<file path="src/albuf_macros.svh">
`ifndef ALBUF_MACROS_SVH
`define ALBUF_MACROS_SVH

// Word entries in the response FIFO
`define ALBUF_DEPTH 3
// FIFO read and write pointer width
`define ALBUF_PTR_W 2
// Fetches allowed in flight at once
`define ALBUF_MAX_OUTSTND 2
// Outstanding and flush counter width
`define ALBUF_CNT_W 2
// Instruction count width, up to two per word
`define ALBUF_ICNT_W 3
`endif

</file>
<file path="src/albuf_pkg.sv">
package albuf_pkg;

  // Two halfwords of a fetched word, hi at bits 31:16
  typedef struct packed {
    logic [15:0] hi;
    logic [15:0] lo;
  } half_pair_t;

  // One fetched word, seen whole or as two halfwords
  // Aligned instructions use the word view
  // Straddling instructions are spliced from the half view
  typedef union packed {
    logic [31:0] word;
    half_pair_t  half;
  } fetch_word_u;

  // One response as kept in the FIFO
  typedef struct packed {
    fetch_word_u data;
    logic        err;
  } resp_entry_t;

endpackage

</file>
<file path="src/albuf_fill_if.sv">
`timescale 1ns/1ps

interface albuf_fill_if;

  // Response to store, already gated while flushing
  logic                  wr_valid;
  albuf_pkg::resp_entry_t wr_entry;
  // Branch and its halfword alignment
  logic                  branch;
  logic                  branch_unaligned;
  // No fetch in flight
  logic                  no_outstnd;
  // Buffer is close to running dry
  logic                  fill_low;

  modport requester (
    output wr_valid, wr_entry, branch, branch_unaligned, no_outstnd,
    input  fill_low
  );

  modport fifo (
    input  wr_valid, wr_entry, branch, branch_unaligned, no_outstnd,
    output fill_low
  );

endinterface

</file>
<file path="src/albuf_read_if.sv">
`timescale 1ns/1ps

interface albuf_read_if;

  // Word at the read pointer
  logic                   head_valid;
  albuf_pkg::resp_entry_t head_entry;
  // Word after the read pointer
  logic                   next_valid;
  albuf_pkg::resp_entry_t next_entry;
  // Response arriving this cycle, bypassed
  logic                   in_valid;
  albuf_pkg::resp_entry_t in_entry;
  // Instruction accepted downstream
  logic                   emit;
  // Head word fully consumed
  logic                   release_head;

  modport fifo (
    output head_valid, head_entry, next_valid, next_entry, in_valid, in_entry,
    input  emit, release_head
  );

  modport aligner (
    input  head_valid, head_entry, next_valid, next_entry, in_valid, in_entry,
    output emit, release_head
  );

endinterface

</file>
<file path="src/albuf_aligner.sv">
`timescale 1ns/1ps

module albuf_aligner (
  input  logic        clk,
  input  logic        rst_n,
  input  logic        branch_i,
  input  logic [31:0] branch_addr_i,
  albuf_read_if.aligner rd,
  output logic        instr_valid_o,
  input  logic        instr_ready_i,
  output logic [31:0] instr_rdata_o,
  output logic [31:0] instr_addr_o,
  output logic        instr_err_o
);

  logic [31:0]            addr_q;
  albuf_pkg::resp_entry_t cur;
  albuf_pkg::resp_entry_t nxt;
  albuf_pkg::fetch_word_u spliced;
  logic                   cur_valid;
  logic                   both_valid;
  logic                   unaligned;
  logic                   al_comp;
  logic                   unal_comp;
  logic                   is_comp;
  logic                   emit;

  assign unaligned = addr_q[1];

  // Head word, or the incoming one when the FIFO is empty
  assign cur       = rd.head_valid ? rd.head_entry : rd.in_entry;
  assign cur_valid = rd.head_valid || rd.in_valid;
  // Word after it, from storage or straight from the bus
  assign nxt        = rd.next_valid ? rd.next_entry : rd.in_entry;
  assign both_valid = rd.next_valid || (rd.head_valid && rd.in_valid);

  // Compressed check on the halfword at the current address
  assign al_comp   = (cur.data.half.lo[1:0] != 2'b11);
  assign unal_comp = (cur.data.half.hi[1:0] != 2'b11);
  assign is_comp   = unaligned ? unal_comp : al_comp;

  // Straddling case: upper half of head below lower half of the next word
  always_comb begin
    spliced.half.lo = cur.data.half.hi;
    spliced.half.hi = nxt.data.half.lo;
  end

  //////////////////////////////////////////////////
  // Output toward the core
  //////////////////////////////////////////////////
  always_comb begin
    instr_rdata_o = cur.data.word;
    instr_err_o   = cur.err;
    instr_valid_o = cur_valid;
    if (unaligned) begin
      instr_rdata_o = spliced.word;
      // Uncompressed unaligned needs both words present
      if (!unal_comp) begin
        instr_err_o   = cur.err || nxt.err;
        instr_valid_o = both_valid;
      end
    end
    // Nothing leaves in the branch cycle
    if (branch_i) begin
      instr_valid_o = 1'b0;
    end
  end

  assign instr_addr_o    = addr_q;
  assign emit            = instr_valid_o && instr_ready_i;
  assign rd.emit         = emit;
  // Head is used up unless an aligned compressed leaves its upper half
  assign rd.release_head = emit && (unaligned || !al_comp);

  always_ff @(posedge clk or negedge rst_n) begin
    if (!rst_n) begin
      addr_q <= '0;
    end else if (branch_i) begin
      addr_q <= {branch_addr_i[31:1], 1'b0};
    end else if (emit) begin
      addr_q <= addr_q + (is_comp ? 32'd2 : 32'd4);
    end
  end

endmodule

</file>
<file path="src/albuf_fetch_req.sv">
`timescale 1ns/1ps
`include "albuf_macros.svh"

module albuf_fetch_req (
  input  logic        clk,
  input  logic        rst_n,
  input  logic        instr_req_i,
  input  logic        branch_i,
  input  logic [31:0] branch_addr_i,
  output logic        fetch_valid_o,
  input  logic        fetch_ready_i,
  output logic [31:0] fetch_addr_o,
  input  logic        resp_valid_i,
  input  logic [31:0] resp_rdata_i,
  input  logic        resp_err_i,
  output logic        busy_o,
  albuf_fill_if.requester fill
);

  logic [31:0]             addr_q;
  logic [31:0]             branch_word;
  logic [`ALBUF_CNT_W-1:0] outstnd_q;
  logic [`ALBUF_CNT_W-1:0] flush_q;
  logic                    accept;

  // Word address of the branch target
  assign branch_word = {branch_addr_i[31:2], 2'b00};

  // Fetch on a branch or when the buffer runs low, never past the limit
  assign fetch_valid_o = instr_req_i &&
                         (outstnd_q < `ALBUF_CNT_W'(`ALBUF_MAX_OUTSTND)) &&
                         (fill.fill_low || branch_i);
  assign accept        = fetch_valid_o && fetch_ready_i;
  // Redirect within the branch cycle
  assign fetch_addr_o  = branch_i ? branch_word : addr_q;
  assign busy_o        = (outstnd_q != '0) || fetch_valid_o;

  //////////////////////////////////////////////////
  // Towards the FIFO
  //////////////////////////////////////////////////
  // Stale responses and the one in the branch cycle are dropped
  assign fill.wr_valid            = resp_valid_i && (flush_q == '0) && !branch_i;
  assign fill.wr_entry.data.word  = resp_rdata_i;
  assign fill.wr_entry.err        = resp_err_i;
  assign fill.branch              = branch_i;
  assign fill.branch_unaligned    = branch_addr_i[1];
  assign fill.no_outstnd          = (outstnd_q == '0);

  always_ff @(posedge clk or negedge rst_n) begin
    if (!rst_n) begin
      addr_q    <= '0;
      outstnd_q <= '0;
      flush_q   <= '0;
    end else begin
      // Next word after the one just requested
      if (accept) begin
        addr_q <= fetch_addr_o + 32'd4;
      end else if (branch_i) begin
        addr_q <= branch_word;
      end
      // One up per accepted request, one down per response
      outstnd_q <= outstnd_q + `ALBUF_CNT_W'(accept) - `ALBUF_CNT_W'(resp_valid_i);
      // Everything in flight at the branch gets discarded
      if (branch_i) begin
        flush_q <= outstnd_q - `ALBUF_CNT_W'(resp_valid_i);
      end else if (resp_valid_i && (flush_q != '0)) begin
        flush_q <= flush_q - 1'b1;
      end
    end
  end

endmodule

</file>
<file path="src/albuf_resp_fifo.sv">
`timescale 1ns/1ps
`include "albuf_macros.svh"

module albuf_resp_fifo (
  input  logic clk,
  input  logic rst_n,
  albuf_fill_if.fifo  fill,
  albuf_read_if.fifo  rd
);

  albuf_pkg::resp_entry_t    entry_q [`ALBUF_DEPTH];
  logic [`ALBUF_DEPTH-1:0]   valid_q;
  logic [`ALBUF_DEPTH-1:0]   valid_n;
  logic [`ALBUF_PTR_W-1:0]   wptr_q;
  logic [`ALBUF_PTR_W-1:0]   rptr_q;
  logic [`ALBUF_PTR_W-1:0]   rptr2;
  logic [`ALBUF_ICNT_W-1:0]  icnt_q;
  logic [`ALBUF_ICNT_W-1:0]  icnt_adj;
  logic [1:0]                n_in;
  logic                      pop_q;
  logic                      aligned_q, aligned_n;
  logic                      complete_q, complete_n;
  logic                      lo_unc, hi_unc;

  // Ring increment with wrap at the last entry
  function automatic logic [`ALBUF_PTR_W-1:0] ptr_inc(input logic [`ALBUF_PTR_W-1:0] p);
    ptr_inc = (p == `ALBUF_PTR_W'(`ALBUF_DEPTH - 1)) ? '0 : p + 1'b1;
  endfunction

  assign rptr2 = ptr_inc(rptr_q);

  //////////////////////////////////////////////////
  // Read side, all combinational
  //////////////////////////////////////////////////
  assign rd.head_valid = valid_q[rptr_q];
  assign rd.head_entry = entry_q[rptr_q];
  assign rd.next_valid = valid_q[rptr2];
  assign rd.next_entry = entry_q[rptr2];
  assign rd.in_valid   = fill.wr_valid;
  assign rd.in_entry   = fill.wr_entry;

  // Set on write first, then the release clears, so a bypassed word is not kept
  always_comb begin
    valid_n = valid_q;
    if (fill.wr_valid) begin
      valid_n[wptr_q] = 1'b1;
    end
    if (rd.release_head) begin
      valid_n[rptr_q] = 1'b0;
    end
  end

  //////////////////////////////////////////////////
  // Instruction count
  //////////////////////////////////////////////////
  assign lo_unc = (fill.wr_entry.data.half.lo[1:0] == 2'b11);
  assign hi_unc = (fill.wr_entry.data.half.hi[1:0] == 2'b11);

  // Complete instructions in the incoming word
  // Unaligned with complete set only follows an unaligned branch
  always_comb begin
    aligned_n  = aligned_q;
    complete_n = complete_q;
    n_in       = 2'd0;
    if (fill.branch) begin
      aligned_n  = !fill.branch_unaligned;
      complete_n = fill.branch_unaligned;
    end else if (fill.wr_valid) begin
      if (aligned_q && lo_unc) begin
        n_in = 2'd1;
      end else if (hi_unc) begin
        // Upper half starts an instruction that spills into the next word
        n_in       = (aligned_q || !complete_q) ? 2'd1 : 2'd0;
        aligned_n  = 1'b0;
        complete_n = 1'b0;
      end else begin
        n_in       = (!aligned_q && complete_q) ? 2'd1 : 2'd2;
        aligned_n  = 1'b1;
        complete_n = 1'b1;
      end
    end
  end

  // Pops come in one cycle late to keep instr_ready off this path
  assign icnt_adj      = icnt_q - `ALBUF_ICNT_W'(pop_q);
  assign fill.fill_low = (icnt_adj == '0) || ((icnt_adj == 'd1) && fill.no_outstnd);

  always_ff @(posedge clk or negedge rst_n) begin
    if (!rst_n) begin
      valid_q    <= '0;
      wptr_q     <= '0;
      rptr_q     <= '0;
      icnt_q     <= '0;
      pop_q      <= 1'b0;
      aligned_q  <= 1'b0;
      complete_q <= 1'b0;
    end else begin
      aligned_q  <= aligned_n;
      complete_q <= complete_n;
      pop_q      <= rd.emit && !fill.branch;
      if (fill.branch) begin
        valid_q <= '0;
        wptr_q  <= '0;
        rptr_q  <= '0;
        icnt_q  <= '0;
      end else begin
        valid_q <= valid_n;
        icnt_q  <= icnt_adj + `ALBUF_ICNT_W'(n_in);
        if (fill.wr_valid) begin
          wptr_q <= ptr_inc(wptr_q);
        end
        if (rd.release_head) begin
          rptr_q <= rptr2;
        end
      end
    end
  end

  // Word storage
  always_ff @(posedge clk) begin
    if (fill.wr_valid) begin
      entry_q[wptr_q] <= fill.wr_entry;
    end
  end

endmodule

</file>
<file path="src/albuf_top.sv">
`timescale 1ns/1ps

module albuf_top (
  input  logic        clk,
  input  logic        rst_n,
  // Control
  input  logic        instr_req_i,
  input  logic        branch_i,
  input  logic [31:0] branch_addr_i,
  output logic        busy_o,
  // Fetch requests
  output logic        fetch_valid_o,
  input  logic        fetch_ready_i,
  output logic [31:0] fetch_addr_o,
  // Fetch responses, in order and never stalled
  input  logic        resp_valid_i,
  input  logic [31:0] resp_rdata_i,
  input  logic        resp_err_i,
  // Instructions out
  output logic        instr_valid_o,
  input  logic        instr_ready_i,
  output logic [31:0] instr_rdata_o,
  output logic [31:0] instr_addr_o,
  output logic        instr_err_o
);

  albuf_fill_if fill_bus ();
  albuf_read_if rd_bus ();

  // Requests, outstanding count and flush of stale words
  albuf_fetch_req fetch_req_i (
    .clk, .rst_n, .instr_req_i, .branch_i, .branch_addr_i,
    .fetch_valid_o, .fetch_ready_i, .fetch_addr_o,
    .resp_valid_i, .resp_rdata_i, .resp_err_i, .busy_o,
    .fill (fill_bus.requester)
  );

  // Three-word store with bypass
  albuf_resp_fifo resp_fifo_i (
    .clk, .rst_n,
    .fill (fill_bus.fifo),
    .rd   (rd_bus.fifo)
  );

  // Halfword-addressed instruction extraction
  albuf_aligner aligner_i (
    .clk, .rst_n, .branch_i, .branch_addr_i,
    .rd (rd_bus.aligner),
    .instr_valid_o, .instr_ready_i, .instr_rdata_o, .instr_addr_o, .instr_err_o
  );

endmodule

</file>
<file path="config.mk">
export PLATFORM = sky130hd
export DESIGN_NAME = albuf_top
export DESIGN_NICKNAME = d
export VERILOG_FILES = /design/src/albuf_pkg.sv /design/src/albuf_fill_if.sv /design/src/albuf_read_if.sv /design/src/albuf_aligner.sv /design/src/albuf_fetch_req.sv /design/src/albuf_resp_fifo.sv /design/src/albuf_top.sv
export VERILOG_INCLUDE_DIRS = /design/src /design/src/src
export SDC_FILE = /design/constraint.sdc
export NUM_CORES = 1
export LEC_CHECK = 0
export ABC_AREA = 1
export BUFFER_PORTS_ARGS = -buffer_cell sky130_fd_sc_hd__buf_2
export CAP_MARGIN = 20
export CORE_AREA = 2 2 164 166
export CTS_BUF_LIST = sky130_fd_sc_hd__clkbuf_16
export DETAILED_ROUTE_END_ITERATION = 8
export DIE_AREA = 0 0 166 168
export GPL_ROUTABILITY_DRIVEN = 0
export PLACE_DENSITY = 0.58
export SLEW_MARGIN = 25
export SYNTH_ARGS = -nofsm -noshare
export SYNTH_HDL_FRONTEND = slang
export SYNTH_SLANG_ARGS = --single-unit
</file>
<file path="constraint.sdc">
create_clock -name clk -period 3.3 [get_ports clk]
set_clock_uncertainty 0.05 [all_clocks]
set_input_delay 0.66 -clock clk [delete_from_list [all_inputs] [get_ports clk]]
set_output_delay 0.66 -clock clk [all_outputs]
set_load 0.05 [all_outputs]
</file>
==> results of run 1 <==
sequential cells by signal, summed over array words and instances, names as in the netlist:
| register | cells |
|---|---|
| resp_fifo_i.valid_q | 3 |
| fetch_req_i.addr_q | 32 |
| resp_fifo_i.wptr_q | 2 |
| fetch_req_i.outstnd_q | 2 |
| resp_fifo_i.rptr_q | 2 |
| resp_fifo_i.entry_q | 99 |
| resp_fifo_i.icnt_q | 3 |
| resp_fifo_i.complete_q | 1 |
| resp_fifo_i.pop_q | 1 |
| fetch_req_i.flush_q | 2 |
| aligner_i.instr_addr_o | 31 |
| resp_fifo_i.aligned_q | 1 |
kinds of logic after synthesis:
family          after synthesis  share of synthesized area (%)
other cells                   1                         0.0362
simple gates                682                           29.3
compound gates              184                           10.3
flops                       179                           48.0
buf+inv                     168                           7.21
fa+ha+maj                    12                           1.59
xor+xnor                     41                           3.47
metal layers:
layer | up-vias | GRT usage [%] | share of wire [%]
met4 | 0 | 5.22 | 1.2
li1 | 4622 | - | -
met3 | 27 | 4.07 | 5.9
met1 | 4483 | 30.2 | 45
met5 | - | 0 | 0
met2 | 292 | 36.0 | 47
critical path, stage by stage, from the launching register on:
cell	delay [ns]
dfrtp_2	0.45
buf_4	0.17
nand2_4	0.09
buf_6	0.19
inv_2	0.08
buf_4	0.20
a221oi_2	0.27
a21oi_1	0.11
o21ai_0	0.11
o21ai_0	0.18
buf_4	0.23
layout by cell type, fill, tap and decap left out, types with 3 or more instances in the layout:
cell / instances
nor3_1: 15
inv_6: 3
o22ai_1: 10
clkinv_8: 6
a21oi_1: 31
ha_1: 9
nand3_4: 3
nand3b_1: 4
nor2_2: 5
nand2_1: 422
buf_2: 158
xor2_1: 28
clkbuf_4: 5
buf_4: 62
nor4_1: 4
inv_2: 5
nand2_4: 7
inv_1: 103
buf_12: 3
inv_8: 3
nand2_2: 28
o21ai_2: 3
nor2_4: 9
inv_12: 3
nor2_1: 65
o2111ai_1: 12
nand4_1: 30
nor3_2: 5
buf_6: 8
nand3_2: 6
nand3_1: 70
o21ai_1: 11
xnor2_1: 13
edfxtp_1: 99
o211ai_1: 20
o21ai_0: 83
nor3_4: 4
dfrtp_1: 78
clkbuf_16: 18
area by class of cell:
cell class / instances / share of cell area, %
sequential: 179 / 39.1
timing repair buffer: 238 / 11.7
clock buffer: 17 / 3.34
multi-input combinational: 920 / 37.5
inverter: 111 / 3.36
clock inverter: 15 / 1.62
antenna: 1 / 0.0197
tap: 341 / 3.35
path summary, 6_finish.rpt:
path | start | end | slack (ns) | cells after the start
max | resp_fifo_i.rptr_q[0]$_DFFE_PN0P_ | instr_rdata_o[16] | 0.06 | 10
min | rst_n | aligner_i.instr_addr_o[22]$_DFFE_PN0P_ | 0.17 | 1
max reg2reg | resp_fifo_i.rptr_q[1]$_DFFE_PN0P_ | aligner_i.instr_addr_o[28]$_DFFE_PN0P_ | 0.25 | 25
min reg2reg | fetch_req_i.addr_q[1]$_DFF_PN0_ | fetch_req_i.addr_q[1]$_DFF_PN0_ | 0.43 | 2
max in group asynchronous | rst_n | resp_fifo_i.rptr_q[1]$_DFFE_PN0P_ | 2.27 | 2
min in group clk | resp_rdata_i[27] | resp_fifo_i.entry_q[0][28]$_DFFE_PP_ | 0.37 | 1
what timing repair did:
action / CTS / global route
cloned: 0 / 1
buffers inserted: 7 / 14
endpoints found under the setup margin: 38 / 46
pin swaps: 1 / 18
hold endpoints to repair: 0 / 0
gates resized for setup: 11 / 65
metrics by stage:
stage | util [%] | cell area, µm²
after floorplan | - | 10400
after global placement | 44.4 | 11700
after detailed placement | 44.4 | 11700
after CTS | 47.1 | 12400
after global routing | 48.3 | 12700
final | 48.3 | 12700
power breakdown:
group	leakage [nW]	total, mW	switching (mW)	internal (mW)
Clock	0.304	2.12	1.07	1.05
Sequential	1.90	2.79	0.190	2.60
Combinational	3.53	2.74	2.02	0.729
==> impl_metrics.csv, run 1 <==
group,metric,value,unit
cells_and_area,layout.cells.non_filler,1822,
route,vias_per_cell,5.17,
placed_design,dp.cells,1768,
sta,fmax,0.309,GHz
cells_and_area,seq_area,4980,µm²
power_and_ir_drop,peakVddDrop,0.000425,V
clock_tree,cts.sinks,179,
logic_synthesis,synth.most_common_cell,"nand2_1",
cells_and_area,area_growth,22.9,%
floorplanning,die_h,168,µm
global_routing,grt-ovfl-total,0,
logic_synthesis,syn_inst,1267,
logic_synthesis,synth_area_leaders,"edfxtp_1, dfrtp_1, nand2_1, o21ai_0, inv_1",
placed_design,dp_hpwl,21400,µm
clock_tree,postCtsHoldBufs,0,
job,drv_cap,0,
cells_and_area,fillers,2529,
route,drc_errors,0,
clock_tree,cts_made_buffers,17,
critical_path,critPathCaptureType,"output pin",
sta,finalSetupViolCount,0,
clock_tree,htree_num_levels,4,
sta,post-route-period-util,98.1,%
logic_synthesis,yosysTopAreaCell,"edfxtp_1",
logic_synthesis,synth_edf_count,99,
route,dr.pass1.iters,5,
logic_synthesis,synthTopCellsByCount,"nand2_1, inv_1, edfxtp_1, o21ai_0, dfrtp_1",
critical_path,arrival,2.53,ns
critical_path,path_class,"flip-flop to output pin",
sta,final_max_slew_viol_count,0,
logic_synthesis,yosysSeqAreaShare,48.0,%
cells_and_area,drive_gt1_share,24.1,%
clock_tree,clkLatencyLatePin,0.44,ns
placed_design,port_buffers,169,
clock_tree,cts_tree,"done",
clock_tree,cts.reportedPaths.clkPinSlew,0.07,ns
cells_and_area,nets,1551,
critical_path,path_max_fanout,13,
global_routing,grt_pass1_vias,8934,
logic_synthesis,synth_seq_cells,179,
route,drtIter0Drc,699,
sta,final-hold-violation-count,0,
global_routing,grt_use_total,21.9,%
floorplanning,start_util,39.3,%
clock_tree,cts.path.max_buffers,2,
global_routing,grt_pass1_wl,48700,µm
floorplanning,row_count,60,
power_and_ir_drop,cellPowerDensity,602,nW/µm²
sta,fin_hold_ws,0.175,ns
logic_synthesis,ys.flop_type,"edfxtp_1",
floorplanning,die_area,27900,µm²
sta,finalSetupTns,0,ns
sta,fin_crit,3.24,ns
clock_tree,cts_root_buffer,"clkbuf_16",
floorplanning,num_io_pins,172,
logic_synthesis,ys_async_sr_fraction,44.7,%
global_routing,antenna_found_initial,1,
global_routing,grt_max_degree,48,
power_and_ir_drop,p_total,7.66,mW
sta,worst_pin_slew,0.633,ns
power_and_ir_drop,p_leak,5.73,nW
sta,setup_ws,0.0640,ns
logic_synthesis,ys_warn_count,0,
route,route.vias.total,9424,
min_path,hp-class,"input pin to async pin",
floorplanning,core,26400,µm²
floorplanning,die_x,166,µm
logic_synthesis,syn_area,10400,µm²
logic_synthesis,synth_nets,1351,
logic_synthesis,yosys.area.top_type_share,28.7,%
critical_path,cp.required,2.59,ns
run_status,status,"finished, final reports clean",
route,antenna_left,0,
logic_synthesis,syn_avg_cell_area,8.17,µm²
critical_path,startpoint_type,"flip-flop",
sta,relSlewSlack,57.8,%
cells_and_area,multiInputGateArea,4780,µm²
route,wl_per_cell,16.9,µm
logic_synthesis,synth_cell_types,52,
route,routed_wl,30700,µm
placed_design,dpl_worst_slack,-0.0877,ns
No activity file was read; power rests on OpenSTA's default activity.
==> inputs of run 2 (changes only) <==
PLACE_DENSITY = 0.56   (was 0.58)
clock period = 3.71 ns   (was 3.3 ns; I/O delays follow)
==> run 2 against run 1 <==
Compared with the run above: design area down 3.8%; core utilization shrank 1.8 points; global-route usage down 0.19 points; sequential power is 11% lower; clock power shrank 9%; register-to-register slack improved by 0.09 ns; count of clock-buffer cells in the layout unchanged; routed wire length is 0.98% lower; final cell count shrank 1.9%; critical path type unchanged; highest routed layer is now met5.
==> impl_metrics.csv, run 2 (same netlist as run 1, synthesis figures left out) <==
group,metric,value,unit
run_status,status,"finished, final reports clean",
critical_path,path_max_fanout,22,
clock_tree,cts.sinks,179,
cells_and_area,area_growth,18.3,%
min_path,hp-class,"input pin to async pin",
job,drv_cap,0,
route,vias_per_cell,5.16,
route,drc_errors,0,
sta,finalSetupTns,0,ns
placed_design,dp.cells,1748,
sta,finalSetupViolCount,0,
cells_and_area,layout_commonest_cell,"nand2_1",
power_and_ir_drop,p_leak,5.46,nW
cells_and_area,layout.cells.non_filler,1788,
sta,final-hold-violation-count,0,
sta,fin_crit,3.56,ns
cells_and_area,nets,1515,
global_routing,grt-ovfl-total,0,
power_and_ir_drop,peakVddDrop,0.000336,V
power_and_ir_drop,swShare,43.1,%
route,route.vias.total,9230,
sta,fmax,0.281,GHz
route,routed_wl,30400,µm
power_and_ir_drop,p_int,3.83,mW
cells_and_area,largest_reg_flops,99,
sta,fin_hold_ws,0.327,ns
critical_path,critPathSlowestCell,"dfrtp_1",
global_routing,grt_pass1_vias,8607,
power_and_ir_drop,cellPowerDensity,550,nW/µm²
clock_tree,clkLatencyLatePin,0.44,ns
sta,relSlewSlack,46.9,%
critical_path,critPathCaptureType,"output pin",
placed_design,port_buffers,169,
power_and_ir_drop,p_switching,2.90,mW
route,antenna_left,0,
sta,final_max_slew_viol_count,0,
floorplanning,die_h,168,µm
critical_path,cp_cell_sequence,"buf_4, nand2_4, buf_4, inv_4, nand2_1, nand3_1, inv_1, buf_4, nand4_1, o211ai_1, o21ai_0, buf_2",
route,wl_per_cell,17.0,µm
clock_tree,cts.reportedPaths.clkPinSlew,0.08,ns
clock_tree,cts_tree,"done",
critical_path,critPathMaxStageDelay,0.45,ns
clock_tree,cts_root_buffer,"clkbuf_16",
critical_path,crit_family,"buffers and inverters",
route,dr.pass1.iters,5,
global_routing,grt_pass1_wl,47900,µm
cells_and_area,top_register,"resp_fifo_i.entry_q",
floorplanning,num_io_pins,172,
floorplanning,core,26400,µm²
global_routing,antenna_found_initial,4,
sta,worst_pin_slew,0.797,ns
sta,rsz0062_at_grt,"no",
floorplanning,die_area,27900,µm²
critical_path,cp.required,2.92,ns
power_and_ir_drop,p_comb_share,34.5,%
cells_and_area,final_cell_mix,"nand2_1, buf_2, inv_1",
critical_path,path_class,"flip-flop to output pin",
power_and_ir_drop,seqPwrFrac,36.9,%
cells_and_area,drive_gt1_share,20.6,%
power_and_ir_drop,clkPwrFrac,28.6,%
sta,post-route-period-util,95.9,%
clock_tree,cts.path.max_buffers,2,
floorplanning,row_count,60,
floorplanning,start_util,39.3,%
critical_path,startpoint_type,"flip-flop",
global_routing,grt_use_total,21.7,%
critical_path,arrival,2.76,ns
clock_tree,htree_num_levels,4,
clock_tree,cts_made_buffers,17,
route,drtIter0Drc,877,
global_routing,grt_max_degree,59,
critical_path,critPathBufInv,6,
critical_path,cp_common_cell,"buf_4",
placed_design,dp_hpwl,21300,µm
floorplanning,die_x,166,µm
## run 2: timing repair
| action | CTS | global route |
|---|---|---|
| hold endpoints to repair | 0 | 0 |
| endpoints found under the setup margin | 2 | 32 |
| pin swaps | 0 | 1 |
| gates resized for setup | 1 | 11 |
| hold buffers | 0 | 0 |
| buffers inserted | 2 | 4 |
## run 2: layer usage
layer  track usage, %  vias up  share of wire, %
li1                 -     4567                 -
met1             31.2     4335                47
met2             33.7      291                46
met3             4.00       35               5.6
met4             6.39        2               1.9
met5                0        -             0.043
## run 2: final timing paths
kind / slack, ns / from / endpoint / cells after the start
worst max register to register: 0.34 / resp_fifo_i.rptr_q[0]$_DFFE_PN0P_ / aligner_i.instr_addr_o[23]$_DFFE_PN0P_ / 21
min in group clk: 0.43 / fetch_req_i.addr_q[0]$_DFF_PN0_ / fetch_req_i.addr_q[0]$_DFF_PN0_ / 2
worst min-delay path: 0.33 / rst_n / aligner_i.instr_addr_o[24]$_DFFE_PN0P_ / 1
worst min register to register: 0.43 / fetch_req_i.addr_q[0]$_DFF_PN0_ / fetch_req_i.addr_q[0]$_DFF_PN0_ / 2
worst max-delay path: 0.15 / resp_fifo_i.rptr_q[0]$_DFFE_PN0P_ / instr_rdata_o[25] / 12
max in group asynchronous: 2.57 / rst_n / fetch_req_i.addr_q[22]$_DFF_PN0_ / 2
## run 2: layout make-up
| type | instances | area (µm²) |
|---|---|---|
| Antenna cell | 3 | 7.51 |
| Fill cell | 2633 | 14100 |
| Tap cell | 341 | 427 |
| Clock inverter | 15 | 214 |
| Sequential cell | 179 | 4980 |
| Inverter | 111 | 430 |
| Timing Repair Buffer | 202 | 1110 |
| Clock buffer | 17 | 425 |
| Multi-Input combinational cell | 920 | 4650 |
## run 2: worst register-to-register path: cells and delay by family, from the launching register on
| kind | cells | cell delay [ns] |
|---|---|---|
| simple gates | 14 | 1.73 |
| flops | 1 | 0.45 |
| fa+ha+maj | 2 | 0.39 |
| compound gates | 3 | 0.37 |
| buf+inv | 2 | 0.28 |
## run 2: power by group through the flow
| stage | Sequential, mW | Clock (mW) | Combinational [mW] |
|---|---|---|---|
| floorplan | 2.69 | 0 | 1.51 |
| global placement | 2.52 | 0 | 2.29 |
| detailed placement | 2.52 | 0 | 2.31 |
| CTS | 2.48 | 1.96 | 2.32 |
| global route | 2.51 | 2.05 | 2.52 |
| finish | 2.48 | 1.93 | 2.32 |
## run 2: metrics by stage
stage                     utilization [%]  power (mW)  setup slack, ns  area, µm²
after floorplan                         -        4.20            0.521      10400
after global placement               43.8        4.81            0.241      11500
after detailed placement             43.8        4.83            0.198      11500
after CTS                            46.3        6.77           0.0270      12200
after global routing                 46.5        7.08           0.0239      12200
final                                46.5        6.73            0.153      12200
